<file path="config.mk">
export PLATFORM = sky130hd
export DESIGN_NAME = gprCell
export DESIGN_NICKNAME = d
export VERILOG_FILES = /design/src/hw/gprPkg.sv /design/src/hw/gprCell.sv
export SDC_FILE = /design/constraint.sdc
export NUM_CORES = 1
export LEC_CHECK = 0
export ABC_AREA = 1
export BUFFER_PORTS_ARGS = -buffer_cell sky130_fd_sc_hd__buf_2
export CORE_MARGIN = 2
export CORE_UTILIZATION = 40
export CTS_CLUSTER_DIAMETER = 30
export DETAILED_ROUTE_END_ITERATION = 8
export PLACE_DENSITY = 0.81
export REMOVE_ABC_BUFFERS = 1
export SKIP_LAST_GASP = 1
export SLEW_MARGIN = 20
export SYNTH_ARGS = -nofsm -noshare
export SYNTH_HDL_FRONTEND = slang
export SYNTH_SLANG_ARGS = --single-unit
</file>
<file path="constraint.sdc">
create_clock -name clock -period 2.1 [get_ports clock]
set_input_delay 0.105 -clock clock [delete_from_list [all_inputs] [get_ports clock]]
set_output_delay 0.105 -clock clock [all_outputs]
set_load 0.01 [all_outputs]
</file>
<file path="src/hw/gprPkg.sv">
//////////////////////////////
// Shared widths, register id codes and bundle types for the
// six-read, three-write register file. Referenced by scoped name
//////////////////////////////
package gprPkg;

	localparam int DataWidth = 64;	// Register and value width
	localparam int IdWidth = 6;
	localparam int ImmWidth = 33;	// Top bit is the sign
	localparam int NumRegs = 32;
	localparam int NumLanes = 3;	// Lanes A, B, C
	localparam int NumStages = 3;	// Execute stages forwarded from
	localparam int NumReadPorts = 6;	// Rs, Rt, Ru, Rv, Rx, Ry

	typedef logic [IdWidth-1:0] gprId_t;
	typedef logic [DataWidth-1:0] gprData_t;

	localparam gprId_t GprZzr = 6'h3E;	// Zero register
	localparam gprId_t GprImm = 6'h3F;	// Decode immediate

	// One lane result. Ids of 32 and up never write
	typedef struct packed {
		gprId_t id;
		gprData_t val;
	} gprWr_t;

	// All three lanes of one execute stage
	typedef struct packed {
		gprWr_t laneA;
		gprWr_t laneB;
		gprWr_t laneC;
	} gprStage_t;

	// Where a read port takes its value from
	typedef enum logic [1:0] {
		SrcReg,
		SrcImm,
		SrcZero
	} gprSrc_e;

	// Winning write lane for one register
	typedef enum logic [1:0] {
		LaneA,
		LaneB,
		LaneC
	} laneSel_e;

endpackage

</file>
<file path="src/hw/gprCell.sv">
`timescale 1ns/1ps
//////////////////////////////
// One 64-bit register. Stores the selected lane value on the
// clock edge when enabled; hold arrives folded into the enable
//////////////////////////////
module gprCell #(
	parameter gprPkg::gprData_t RegResetValue = '0
) (
	input  logic clock,
	input  logic arstN,
	input  logic wrEn,
	input  gprPkg::laneSel_e wrLane,
	input  gprPkg::gprData_t laneVal [gprPkg::NumLanes],
	output gprPkg::gprData_t regVal
);

	gprPkg::gprData_t nextVal;

	always_comb begin
		case (wrLane)
			gprPkg::LaneA: nextVal = laneVal[0];
			gprPkg::LaneB: nextVal = laneVal[1];
			default: nextVal = laneVal[2];
		endcase
	end

	always_ff @(posedge clock or negedge arstN) begin
		if (!arstN) begin
			regVal <= RegResetValue;
		end else if (wrEn) begin
			regVal <= nextVal;
		end
	end

	// Nothing but an enable may disturb the stored value
	property pStableWhenIdle;
		@(posedge clock) disable iff (!arstN)
		!wrEn |=> $stable(regVal);
	endproperty

	aStableWhenIdle: assert property (pStableWhenIdle)
		else $error("Register changed without a write enable");

endmodule

</file>
* Word level (Yosys, flattened, before mapping) *
Index checks and enable logic that the tools add are counted.

word-level totals
  memory bits (read-only) = 0
  flip-flop bits (word level) = 64
  bits in writable memories = 0
  memories kept = 0
  latch bits = 0
  output and inout port bits = 64

cells by class
  divide/modulo/power cells = 0
  reduce and logical (&&, ||, !) cells = 1
  shift operators = 0
  muxes and demuxes = 1
  add/sub/neg operators = 0
  bitwise gates (word level) = 0
  $mul = 0
  equal/unequal tests = 1
  order comparisons = 0

operator list
  kind                                            number
  case mux 64 bit (2 select lines)                1
  == test 2 x 1 -> 1 bit (second input constant)  1
  logical NOT 2 bit                               1

* Longest topological paths before layout *
  word-level depth = 2
  depth in mapped cells = 6
  gate-level depth less buffers = 5

* Worst setup path after synthesis *
Ideal clock, no wire load.

  path kind = reg2reg
  from = register regVal[59] (netlist name)
  to = register regVal[59]
  data required time = 1.987 ns
  arrival = 0.768 ns
  cell stages (with the launch flop) = 4
  slack = 1.219 ns
  library setup time = 0.113 ns
  cells stage by stage = dfrtp_1 > or2_2 > nand2_1 > inv_1

RTL lines
  item                  line           text
  end signal, assigned  gprCell.sv:29  regVal <= RegResetValue;
  end signal, assigned  gprCell.sv:31  regVal <= nextVal;
  end, declared         gprCell.sv:14  output gprPkg::gprData_t regVal

==> flow_summary.toml <==
[worst_setup_path]
cp-start-kind = "input port"
path_cells = "dlygate4sd3_1, buf_2, buf_4"
crit_start = "arstN"
crit_required_ns = 2.45
crit_family = "buffers and inverters"
cp-end-kind = "async pin"
path_buf_inv = 3
cp_max_fo = 64
crit_type = "input port to async pin"
r2r-start = "regVal[20]"
r2r_slack_ns = 1.22
worstPathArrival_ns = 1.36
slowest_stage = "buf_4"
critPathMaxStageDelay_ns = 0.61

[die]
chipHeight_um = 104
die_w_um = 104
io-pin-count = 261
die_area_sq_mm = 0.0108
coreArea_sq_mm = 0.00973
initial_core_util_pct = 41.0
std_cell_rows = 36

[finish]
drive_above_1_share_pct = 42.0
stdcell_count = 936
area_growth_pct = 38.8
final_cell_mix = "buf_2 (260), nand2_1 (128), nand3_1 (128)"
regMostFlops = "regVal"
nNetsFinal = 995
n_antenna_cell = 0
final_common_cell = "buf_2"
largest_reg_flops = 64
top_regs = "regVal x64"

[cts]
clockBufferDepth = 2
cts_setup_buffers = 0
numCtsBuffers = 9
h-tree-depth = 3
cts_resized = 0
cts_root_buffer = "clkbuf_8"
cts.sinks = 64
clk_latency_ns = 0.32
cts_tree = "yes"
hold_buffers = 1
clkSlewWorstSetupHoldPaths_ns = 0.08

[timing]
setup_viol = 0
skew_ns = 0
finalCriticalPeriod_ns = 1.01
drv_slew = 0
rsz0062_at_grt = "false"
max_freq_mhz = 990
tightestPinTransition_ns = 0.800
hold_viol_final = 0
min_period_over_period_pct = 48.1
holdWs_ns = 0.0707
fin_setup_tns_ns = 0
relSlewSlack_pct = 46.6

[placed_design]
port_buffers = 260
numPlacedInstances = 919
routabilityCongestion = 0.833
hpwl_um = 8730

[global_route]
antenna_found_initial = 0
gr-usage-all-layers_pct = 22.2
grt_max_degree = 65
grt_overflow = 0
grt_first_pass_wirelength_um = 20000
grt_pass1_vias = 4374

[logic_synthesis]
yosysSeqAreaShare_pct = 40.1
synth-seq-cells = 64
postSynthCellCount = 554
yosysUniqueCellTypes = 16
yosys_warnings = 0
netlist_area_sq_mm = 0.00399
avgSynthCellArea_sq_um = 7.21

[routing]
routed.top_layer = "met4"
drt_wl_total_um = 11900
ant_nets = 0
routedWlPerCell_um = 12.7
drc = 0
wl_met2_um = 5790
wl_met1_um = 4820
vias_per_cell = 4.80
firstDrtPassIters = 5
met3_length_um = 1040
vias = 4491
first_iter_violations = 308

[pwr]
p_leak_nw = 3.06
clockPowerShare_pct = 36.1
peakVddDrop_v = 0.000403
internal-power_mw = 2.64
switching_share_pct = 27.8
p_switching_mw = 1.02
p_comb_share_pct = 24.6
power_frac_seq_pct = 39.3
power.density_mw_per_mm2 = 659

[run]
maxCapViolations = 0

[min_path]
hold_class = "input port to flip-flop"
worstHoldStart = "laneVal[151]"

[outcome]
status = "finished, final reports clean"
path summary, 6_finish.rpt:
check / end / cells after the start
setup / recovery: regVal[59] / 3
hold / removal: regVal[23] / 5
setup reg to reg: regVal[20] / 3
hold reg to reg: regVal[16] / 3
max in group clock: regVal[33] / 1
min in group asynchronous: regVal[55] / 3
cell families (layout without fill, tap and decap cells):
family          after synthesis  after routing  share of synthesized area [%]
buf+inv                     105            354                           13.5
simple gates                321            321                           38.4
flops                        64             64                           40.1
compound gates               64             64                           8.02
stage by stage:
step	util, %	total power [mW]	area (sq um)	setup WS (ns)
after detailed placement	54.2	2.35	5280	0.796
final	57.0	3.65	5540	1.09
after global placement	54.2	2.34	5280	0.812
after global routing	57.0	3.88	5540	0.923
after floorplan	-	1.85	3700	0.953
after CTS	57.0	3.70	5540	1.05
final cells by class:
type / count / area, sq um
clock buffers: 11 / 151
clock inverters: 5 / 103
fillers: 960 / 4190
inverters: 66 / 248
multi-input cells: 385 / 1850
flip-flops and latches: 64 / 1600
well taps: 133 / 166
repair buffers: 272 / 1420
synth_stat cells, drive strengths merged:
cell    instances  area, sq um
a21oi          64          320
buf            25          184
clkbuf         14          108
dfrtp          64         1600
inv            66          248
nand2         128          480
nand3         128          641
nor2            1         11.3
or2            64          400
tightest hold or removal path, cell delays in order:
cell,delay (ns)
buf_2,0.07
nand2_1,0.04
nand3_1,0.07
nand2_1,0.04
inv_1,0.04
power groups by stage:
stage               clock network (mW)  logic (mW)  registers, mW
finish                            1.32       0.897           1.44
global route                      1.41        1.01           1.45
CTS                               1.36       0.902           1.44
detailed placement                   0       0.901           1.45
global placement                     0       0.887           1.45
floorplan                            0       0.329           1.53
layer usage:
layer / GRT usage [%] / vias to the layer above
li1: - / 2257
met1: 27.0 / 1997
met2: 39.2 / 218
met3: 4.82 / 19
met4: 7.14 / 0
met5: 0 / -
Power figures use the tool's default switching activity.
