<file path="config.mk">
export PLATFORM = sky130hd
export DESIGN_NAME = gprWriteDecode
export DESIGN_NICKNAME = d
export VERILOG_FILES = /design/src/hw/gprPkg.sv /design/src/hw/gprWriteDecode.sv
export SDC_FILE = /design/constraint.sdc
export NUM_CORES = 1
export LEC_CHECK = 0
export ABC_AREA = 1
export BUFFER_PORTS_ARGS = -buffer_cell sky130_fd_sc_hd__buf_2
export CAP_MARGIN = 20
export CORE_AREA = 3 3 117 119
export DETAILED_ROUTE_END_ITERATION = 12
export DIE_AREA = 0 0 120 122
export SLEW_MARGIN = 20
export SYNTH_ARGS = -nofsm -noshare
export SYNTH_HDL_FRONTEND = slang
export SYNTH_SLANG_ARGS = --single-unit
</file>
<file path="constraint.sdc">
create_clock -name vclk -period 0.9
set_clock_uncertainty 0.05 [all_clocks]
set_input_delay 0.045 -clock vclk [all_inputs]
set_output_delay 0.045 -clock vclk [all_outputs]
set_load 0.005 [all_outputs]
</file>
<file path="src/hw/gprPkg.sv">
//////////////////////////////
// Shared widths, register id codes and bundle types for the
// six-read, three-write register file. Referenced by scoped name
//////////////////////////////
package gprPkg;

	localparam int DataWidth = 64;	// Register and value width
	localparam int IdWidth = 6;
	localparam int ImmWidth = 33;	// Top bit is the sign
	localparam int NumRegs = 32;
	localparam int NumLanes = 3;	// Lanes A, B, C
	localparam int NumStages = 3;	// Execute stages forwarded from
	localparam int NumReadPorts = 6;	// Rs, Rt, Ru, Rv, Rx, Ry

	typedef logic [IdWidth-1:0] gprId_t;
	typedef logic [DataWidth-1:0] gprData_t;

	localparam gprId_t GprZzr = 6'h3E;	// Zero register
	localparam gprId_t GprImm = 6'h3F;	// Decode immediate

	// One lane result. Ids of 32 and up never write
	typedef struct packed {
		gprId_t id;
		gprData_t val;
	} gprWr_t;

	// All three lanes of one execute stage
	typedef struct packed {
		gprWr_t laneA;
		gprWr_t laneB;
		gprWr_t laneC;
	} gprStage_t;

	// Where a read port takes its value from
	typedef enum logic [1:0] {
		SrcReg,
		SrcImm,
		SrcZero
	} gprSrc_e;

	// Winning write lane for one register
	typedef enum logic [1:0] {
		LaneA,
		LaneB,
		LaneC
	} laneSel_e;

endpackage

</file>
<file path="src/hw/gprWriteDecode.sv">
`timescale 1ns/1ps
//////////////////////////////
// Write decoder. Turns the three stage-3 lanes into one enable
// and one winning lane select per register
//////////////////////////////
module gprWriteDecode (
	input  logic hold,
	input  gprPkg::gprStage_t wrBundle,
	output logic [gprPkg::NumRegs-1:0] wrEn,
	output gprPkg::laneSel_e wrLane [gprPkg::NumRegs]
);

	logic [gprPkg::NumRegs-1:0] hitA;
	logic [gprPkg::NumRegs-1:0] hitB;
	logic [gprPkg::NumRegs-1:0] hitC;

	// Ids of 32 and up match no register, so they drop out here
	always_comb begin
		for (int r = 0; r < gprPkg::NumRegs; r++) begin
			hitA[r] = (wrBundle.laneA.id == gprPkg::gprId_t'(r));
			hitB[r] = (wrBundle.laneB.id == gprPkg::gprId_t'(r));
			hitC[r] = (wrBundle.laneC.id == gprPkg::gprId_t'(r));
		end
	end

	always_comb begin
		for (int r = 0; r < gprPkg::NumRegs; r++) begin
			wrEn[r] = (hitA[r] | hitB[r] | hitC[r]) & ~hold;
			if (hitA[r]) begin
				wrLane[r] = gprPkg::LaneA;	// A beats B and C
			end else if (hitB[r]) begin
				wrLane[r] = gprPkg::LaneB;
			end else begin
				wrLane[r] = gprPkg::LaneC;	// Also the idle default
			end
		end
	end

endmodule

</file>
* Word-level counts from Yosys, hierarchy flattened
Index checks and enable logic that the tools add are counted.
** Operators by class
- Equal/unequal tests :: 93
- Multiplexer cells :: 64
- Bitwise logic cells :: 97
- Reduce and logical (&&, ||, !) cells :: 3
** Operators with widths (number)
- $eq 6x5->1 const B :: 48
- $eq 6x4->1 const B :: 24
- $mux 2 :: 64
- $eq 6x3->1 const B :: 12
- $or 1x1->1 :: 64
- $eq 6x2->1 const B :: 6
- $and 1x1->1 :: 32
- $eq 6x1->1 const B :: 3
- $logic_not 6->1 :: 3
- $not 1->1 :: 1
** Word-level totals
- Bits in registers :: 0
- Input port bits :: 211
- Output and inout port bits :: 96
- Logic and storage cells :: 257

* Longest topological paths before layout
Gate-level depths: netlist of run 1.
- Depth in word-level cells :: 4
- Gate-level depth with buffers :: 7
- Depth with buffers taken out :: 6

* Least setup slack after synthesis of run 1
No wires, ideal clock.
- Path kind :: input-to-output
- From :: input wrBundle[139] (netlist name)
- To :: output wrEn[13] (netlist name)
- Arrival :: 0.741 ns
- Required time :: 0.805 ns
- Setup slack :: 0.064 ns
- Stages on the path :: 6
- Path buffers :: 1
- Cells stage by stage :: nor2_2 > buf_4 > nand3_1 > nand3_1 > nand2_1 > inv_1
** Between the ends
- Cells in the longest elaborated chain, start to end :: 4
** Ends and longest elaborated chain
- start, declared :: RTL line gprWriteDecode.sv:8 : input gprPkg::gprStage_t wrBundle,
- $eq 6x4->1 :: RTL line gprWriteDecode.sv:21 : hitB[r] = (wrBundle.laneB.id == gprPkg::gprId_t'(r));
- $or 1x1->1 (2 in series) :: RTL line gprWriteDecode.sv:28 : wrEn[r] = (hitA[r] | hitB[r] | hitC[r]) & ~hold;
- $and 1x1->1 :: RTL line gprWriteDecode.sv:28
- end, declared :: RTL line gprWriteDecode.sv:9 : output logic [gprPkg::NumRegs-1:0] wrEn,
No other way between the ends.

==> out/results.ini, run 1 <==
[finish]
finalNetCount = 751
seq_cell_count = 0
clockBufferCount = 0
fill_cells = 1265
final_cell_mix = 83 x buf_2, 54 x inv_1, 45 x nand3_4
diodes = 0
stdcell_count = 710
area_delta_synth_final_pct = 182
final_common_cell = buf_2
postLayoutCoreUtil_pct = 38.5
regArea_um2 = 0
drive_gt1_share_pct = 71.9

[global_route]
grt_max_degree = 33
antenna_found_initial = 0
grt_pass1_vias = 3352
grt_usage_pct = 15.7
grt_pass1_wl_um = 18500
overflow = 0

[floorplanning]
io_pins = 307
dieWidth_um = 120
start_util_pct = 13.7
dieArea_um2 = 14600
core.rowCount = 41
coreArea_um2 = 12700
die_h_um = 122

[drt]
viasPerCell = 4.69
dr_total_vias = 3332
dr.pass1.iters = 5
wl_um = 13100
drtIter0Drc = 202
drc = 0
antenna_left = 0
wl_per_cell_um = 18.4

[yosys]
netlist_area_um2 = 1730
ys_types = 13
ys_seq_area_share_pct = 0
avgSynthCellArea_um2 = 4.76
synth_nets = 575
yosysWarnings = 0
syn_inst = 364

[timing]
hold_viol_final = 0
setup_viol = 96
max_freq_mhz = 932
fin_crit_sh_pct = 119
layout_min_cycle_time_ns = 1.07
setup_ws_ns = -0.173
slew_viol_final = 0
grt_setup_unrepaired = yes
slew_headroom_pct = 81.9
tightestPinTransition_ns = 0.271

[run_status]
status = finished, violations left
violations = setup timing

[setup_path]
crit_arrival_ns = 0.98
start_kind = input port
crit_required_ns = 0.81
cp_max_fo = 8
crit_type = in2out
endpoint_kind = output pin

[place]
gp_congestion = 0.890
io_buffers = 115
dp_cells = 682
dpl.hpwl_um = 8150

[run]
maxCapViolCount = 0

[power_and_ir_drop]
vdd_drop_max_uv = 166
p_leak_uw = 0.00248
powerDensity_nw_per_um2 = 341

[hold_path]
hp-class = in2out

cell type report:
class	count	area, µm²	area share [%]
multi-input cells	257	2480	50.9
repair buffers	195	1830	37.6
inverters	86	343	7.03
well taps	172	215	4.41
cell families (layout without fill, tap and decap cells):
group,count (synthesis),count (layout),share of synthesized area (%)
simple gates,225,225,61.6
compound gates,32,32,11.4
buf+inv,107,281,27.0
Yosys cell counts:
cell type,count,area [µm²]
a31oi_1,30,188
clkbuf_1,2,7.51
a21oi_1,2,10.0
nand3_1,118,591
nand2_1,76,285
nand3_2,4,40.0
nor2_1,15,56.3
nor2_4,4,45.0
buf_4,9,67.6
nor2_2,8,50.1
inv_1,86,323
buf_2,7,35.0
buf_6,3,33.8
stage by stage:
step | setup WS (ns) | cell area [µm²] | TNS (ns) | power [µW] | hold WS [ns]
after floorplan | 0.0641 | 1730 | 0 | 407 | 0.184
after global placement | -0.269 | 2920 | -12.91 | 892 | 0.554
after detailed placement | -0.256 | 2920 | -12.58 | 897 | 0.565
after CTS | -0.162 | 4180 | -10.46 | 1390 | 0.547
after global routing | -0.222 | 4870 | -14.47 | 1740 | 0.575
final | -0.173 | 4870 | -10.13 | 1660 | 0.551
path summary, 6_finish.rpt:
| path | start | endpoint | cells past startpoint |
|---|---|---|---|
| min | wrBundle[135] | wrLane[56] | 6 |
| max | wrBundle[138] | wrLane[50] | 6 |
worst max-delay path, stage by stage:
cell and delay, ns:
buf_8 0.10, nor2_4 0.17, clkbuf_16 0.22, nand3_4 0.11, a31oi_4 0.18, buf_2 0.14
metal layers:
metal  wire [µm]  GRT usage, %  part of all wire [%]  vias up
met5           0             0                     0        -
li1            -             -                     -     1536
met2        6050          25.6                    46      207
met4         384          2.86                   2.9        0
met1        5620          22.3                    43     1554
met3         998          1.95                   7.6       35
power breakdown:
part | internal [µW] | switching, µW
Sequential | 0 | 0
Clock | 0 | 0
Combinational | 710 | 952
Total | 710 | 952
what timing repair did:
action                     in CTS  in global routing
hold buffers                    0                  0
setup endpoints to repair      96                 96
setup buffers                  17                 11
resized for setup             224                147
cloned                          4                  3
pin swaps                      34                 36
Power figures use the tool's default switching activity.
==> run 2: changes to the inputs <==
==> constraint.sdc (replaced) <==
create_clock -name vclk -period 0.9
set_clock_uncertainty 0.05 [all_clocks]
set_input_delay 0.135 -clock vclk [all_inputs]
set_output_delay 0.135 -clock vclk [all_outputs]
set_load 0.005 [all_outputs]
==> out/results.ini, run 2 (synthesized netlist as in run 1, its figures left out) <==
[floorplanning]
dieWidth_um = 120  ; unchanged
dieArea_um2 = 14600  ; unchanged
die_h_um = 122  ; unchanged
coreArea_um2 = 12700  ; unchanged
core.rowCount = 41  ; unchanged
start_util_pct = 13.7  ; unchanged
io_pins = 307  ; unchanged

[drt]
dr.pass1.iters = 5  ; unchanged
dr_total_vias = 3423  ; was 3332
wl_um = 13200  ; was 13100 µm
drc = 0  ; unchanged
antenna_left = 0  ; unchanged
drtIter0Drc = 265  ; was 202
viasPerCell = 4.74  ; was 4.69
wl_per_cell_um = 18.3  ; was 18.4 µm

[timing]
max_freq_mhz = 770  ; was 932 MHz
grt_setup_unrepaired = yes  ; unchanged
tightestPinTransition_ns = 0.262  ; was 0.271 ns
hold_viol_final = 0  ; unchanged
fin_crit_sh_pct = 144  ; was 119%
layout_min_cycle_time_ns = 1.30  ; was 1.07 ns
slew_viol_final = 0  ; unchanged
setup_viol = 96  ; unchanged
setup_ws_ns = -0.398  ; was -0.173 ns
slew_headroom_pct = 82.5  ; was 81.9%

[global_route]
overflow = 0  ; unchanged
busiest_layer = met2  ; unchanged
grtUsageMet1_pct = 20.8  ; was 22.3%
antenna_found_initial = 0  ; unchanged
grtUsageMet2_pct = 23.0  ; was 25.6%
gr-usage-met3_pct = 1.53  ; was 1.95%
grt_pass1_wl_um = 16800  ; was 18500 µm
grt_pass1_vias = 3076  ; was 3352
grt_usage_pct = 14.2  ; was 15.7%
grt_max_degree = 33  ; unchanged

[run]
maxCapViolCount = 0  ; unchanged

[place]
gp_congestion = 0.847  ; was 0.890
place_ws_ns = -0.448  ; was -0.256 ns
dpl_cell_area_um2 = 3120  ; was 2920 µm²
dpl.hpwl_um = 8180  ; was 8150 µm
io_buffers = 115  ; unchanged

[finish]
final_cell_mix = 84 x buf_2, 53 x buf_6, 49 x inv_1, 49 x nand3_2, 49 x nand2_1  ; was 83 x buf_2, 54 x inv_1, 45 x nand3_4
seq_cell_count = 0  ; unchanged
drive_gt1_share_pct = 72.5  ; was 71.9%
design_area_um2 = 4870  ; about the same
regArea_um2 = 0  ; unchanged
clockBufferCount = 0  ; unchanged
fill_cells = 1248  ; was 1265
area_delta_synth_final_pct = 181  ; was 182%
finalNetCount = 763  ; was 751
diodes = 0  ; unchanged
final_common_cell = buf_2  ; unchanged

[setup_path]
start_kind = input port  ; unchanged
crit_required_ns = 0.71  ; was 0.81 ns
endpoint_kind = output pin  ; unchanged
cp_max_fo = 7  ; was 8
crit_type = in2out  ; unchanged
crit_arrival_ns = 1.11  ; was 0.98 ns

[run_status]
status = finished, violations left  ; unchanged
violations = setup timing  ; unchanged

[hold_path]
hp-class = in2out  ; unchanged

[power_and_ir_drop]
vdd_drop_max_uv = 252  ; was 166 µV
powerDensity_nw_per_um2 = 349  ; was 341 nW/µm²
p_leak_uw = 0.00253  ; was 0.00248 µW

[run 2: layer usage]
layer	wire, µm	part of all wire, %
met4	226	1.7
met2	6230	47
met1	5730	43
met5	0	0
met3	1040	7.9
[run 2: timing repair]
action / CTS / global route
resized for setup: 120 / 186
hold buffers: 0 / 0
gates cloned: 3 / 5
setup buffers: 11 / 17
endpoints found under the setup margin: 96 / 96
pin swaps: 26 / 62
[run 2: worst paths after layout]
kind,slack [ns],depth (start not counted),from,to
worst min-delay path,0.66,4,wrBundle[207],wrLane[20]
worst max-delay path,-0.40,9,wrBundle[208],wrEn[24]
[run 2: area by class of cell]
class,instances,area (µm²),share of cell area (%)
Tap cell,172,215,4.42
Multi-Input combinational cell,257,2340,48.1
Inverter,86,343,7.03
Timing Repair Buffer,207,1970,40.4
[run 2: metrics by stage]
step           power, µW  TNS, ns  std cells  util (%)  hold WS (ns)
6_report            1700   -31.10        722      38.5         0.665
5_1_grt             1770   -34.45        722      38.5         0.689
4_1_cts             1280   -26.35        702      30.2         0.697
3_5_place_dp         986   -32.57        688      24.6         0.730
3_3_place_gp         988   -33.14        688      24.6         0.730
2_1_floorplan        469  -0.0700        364         -         0.364
[run 2: worst max-delay path, cell delays in order]
cell	delay (ns)
buf_8	0.08
inv_4	0.03
nor2_4	0.23
clkbuf_16	0.24
nand3_2	0.09
nand3_1	0.07
nand2_1	0.06
inv_2	0.06
buf_6	0.10
[run 2: power breakdown]
| part | internal, µW | leakage [µW] | switching [µW] |
|---|---|---|---|
| combinational | 761 | 0.00253 | 941 |
| clock | 0 | 0 | 0 |
| sequential | 0 | 0 | 0 |
| total | 761 | 0.00253 | 941 |
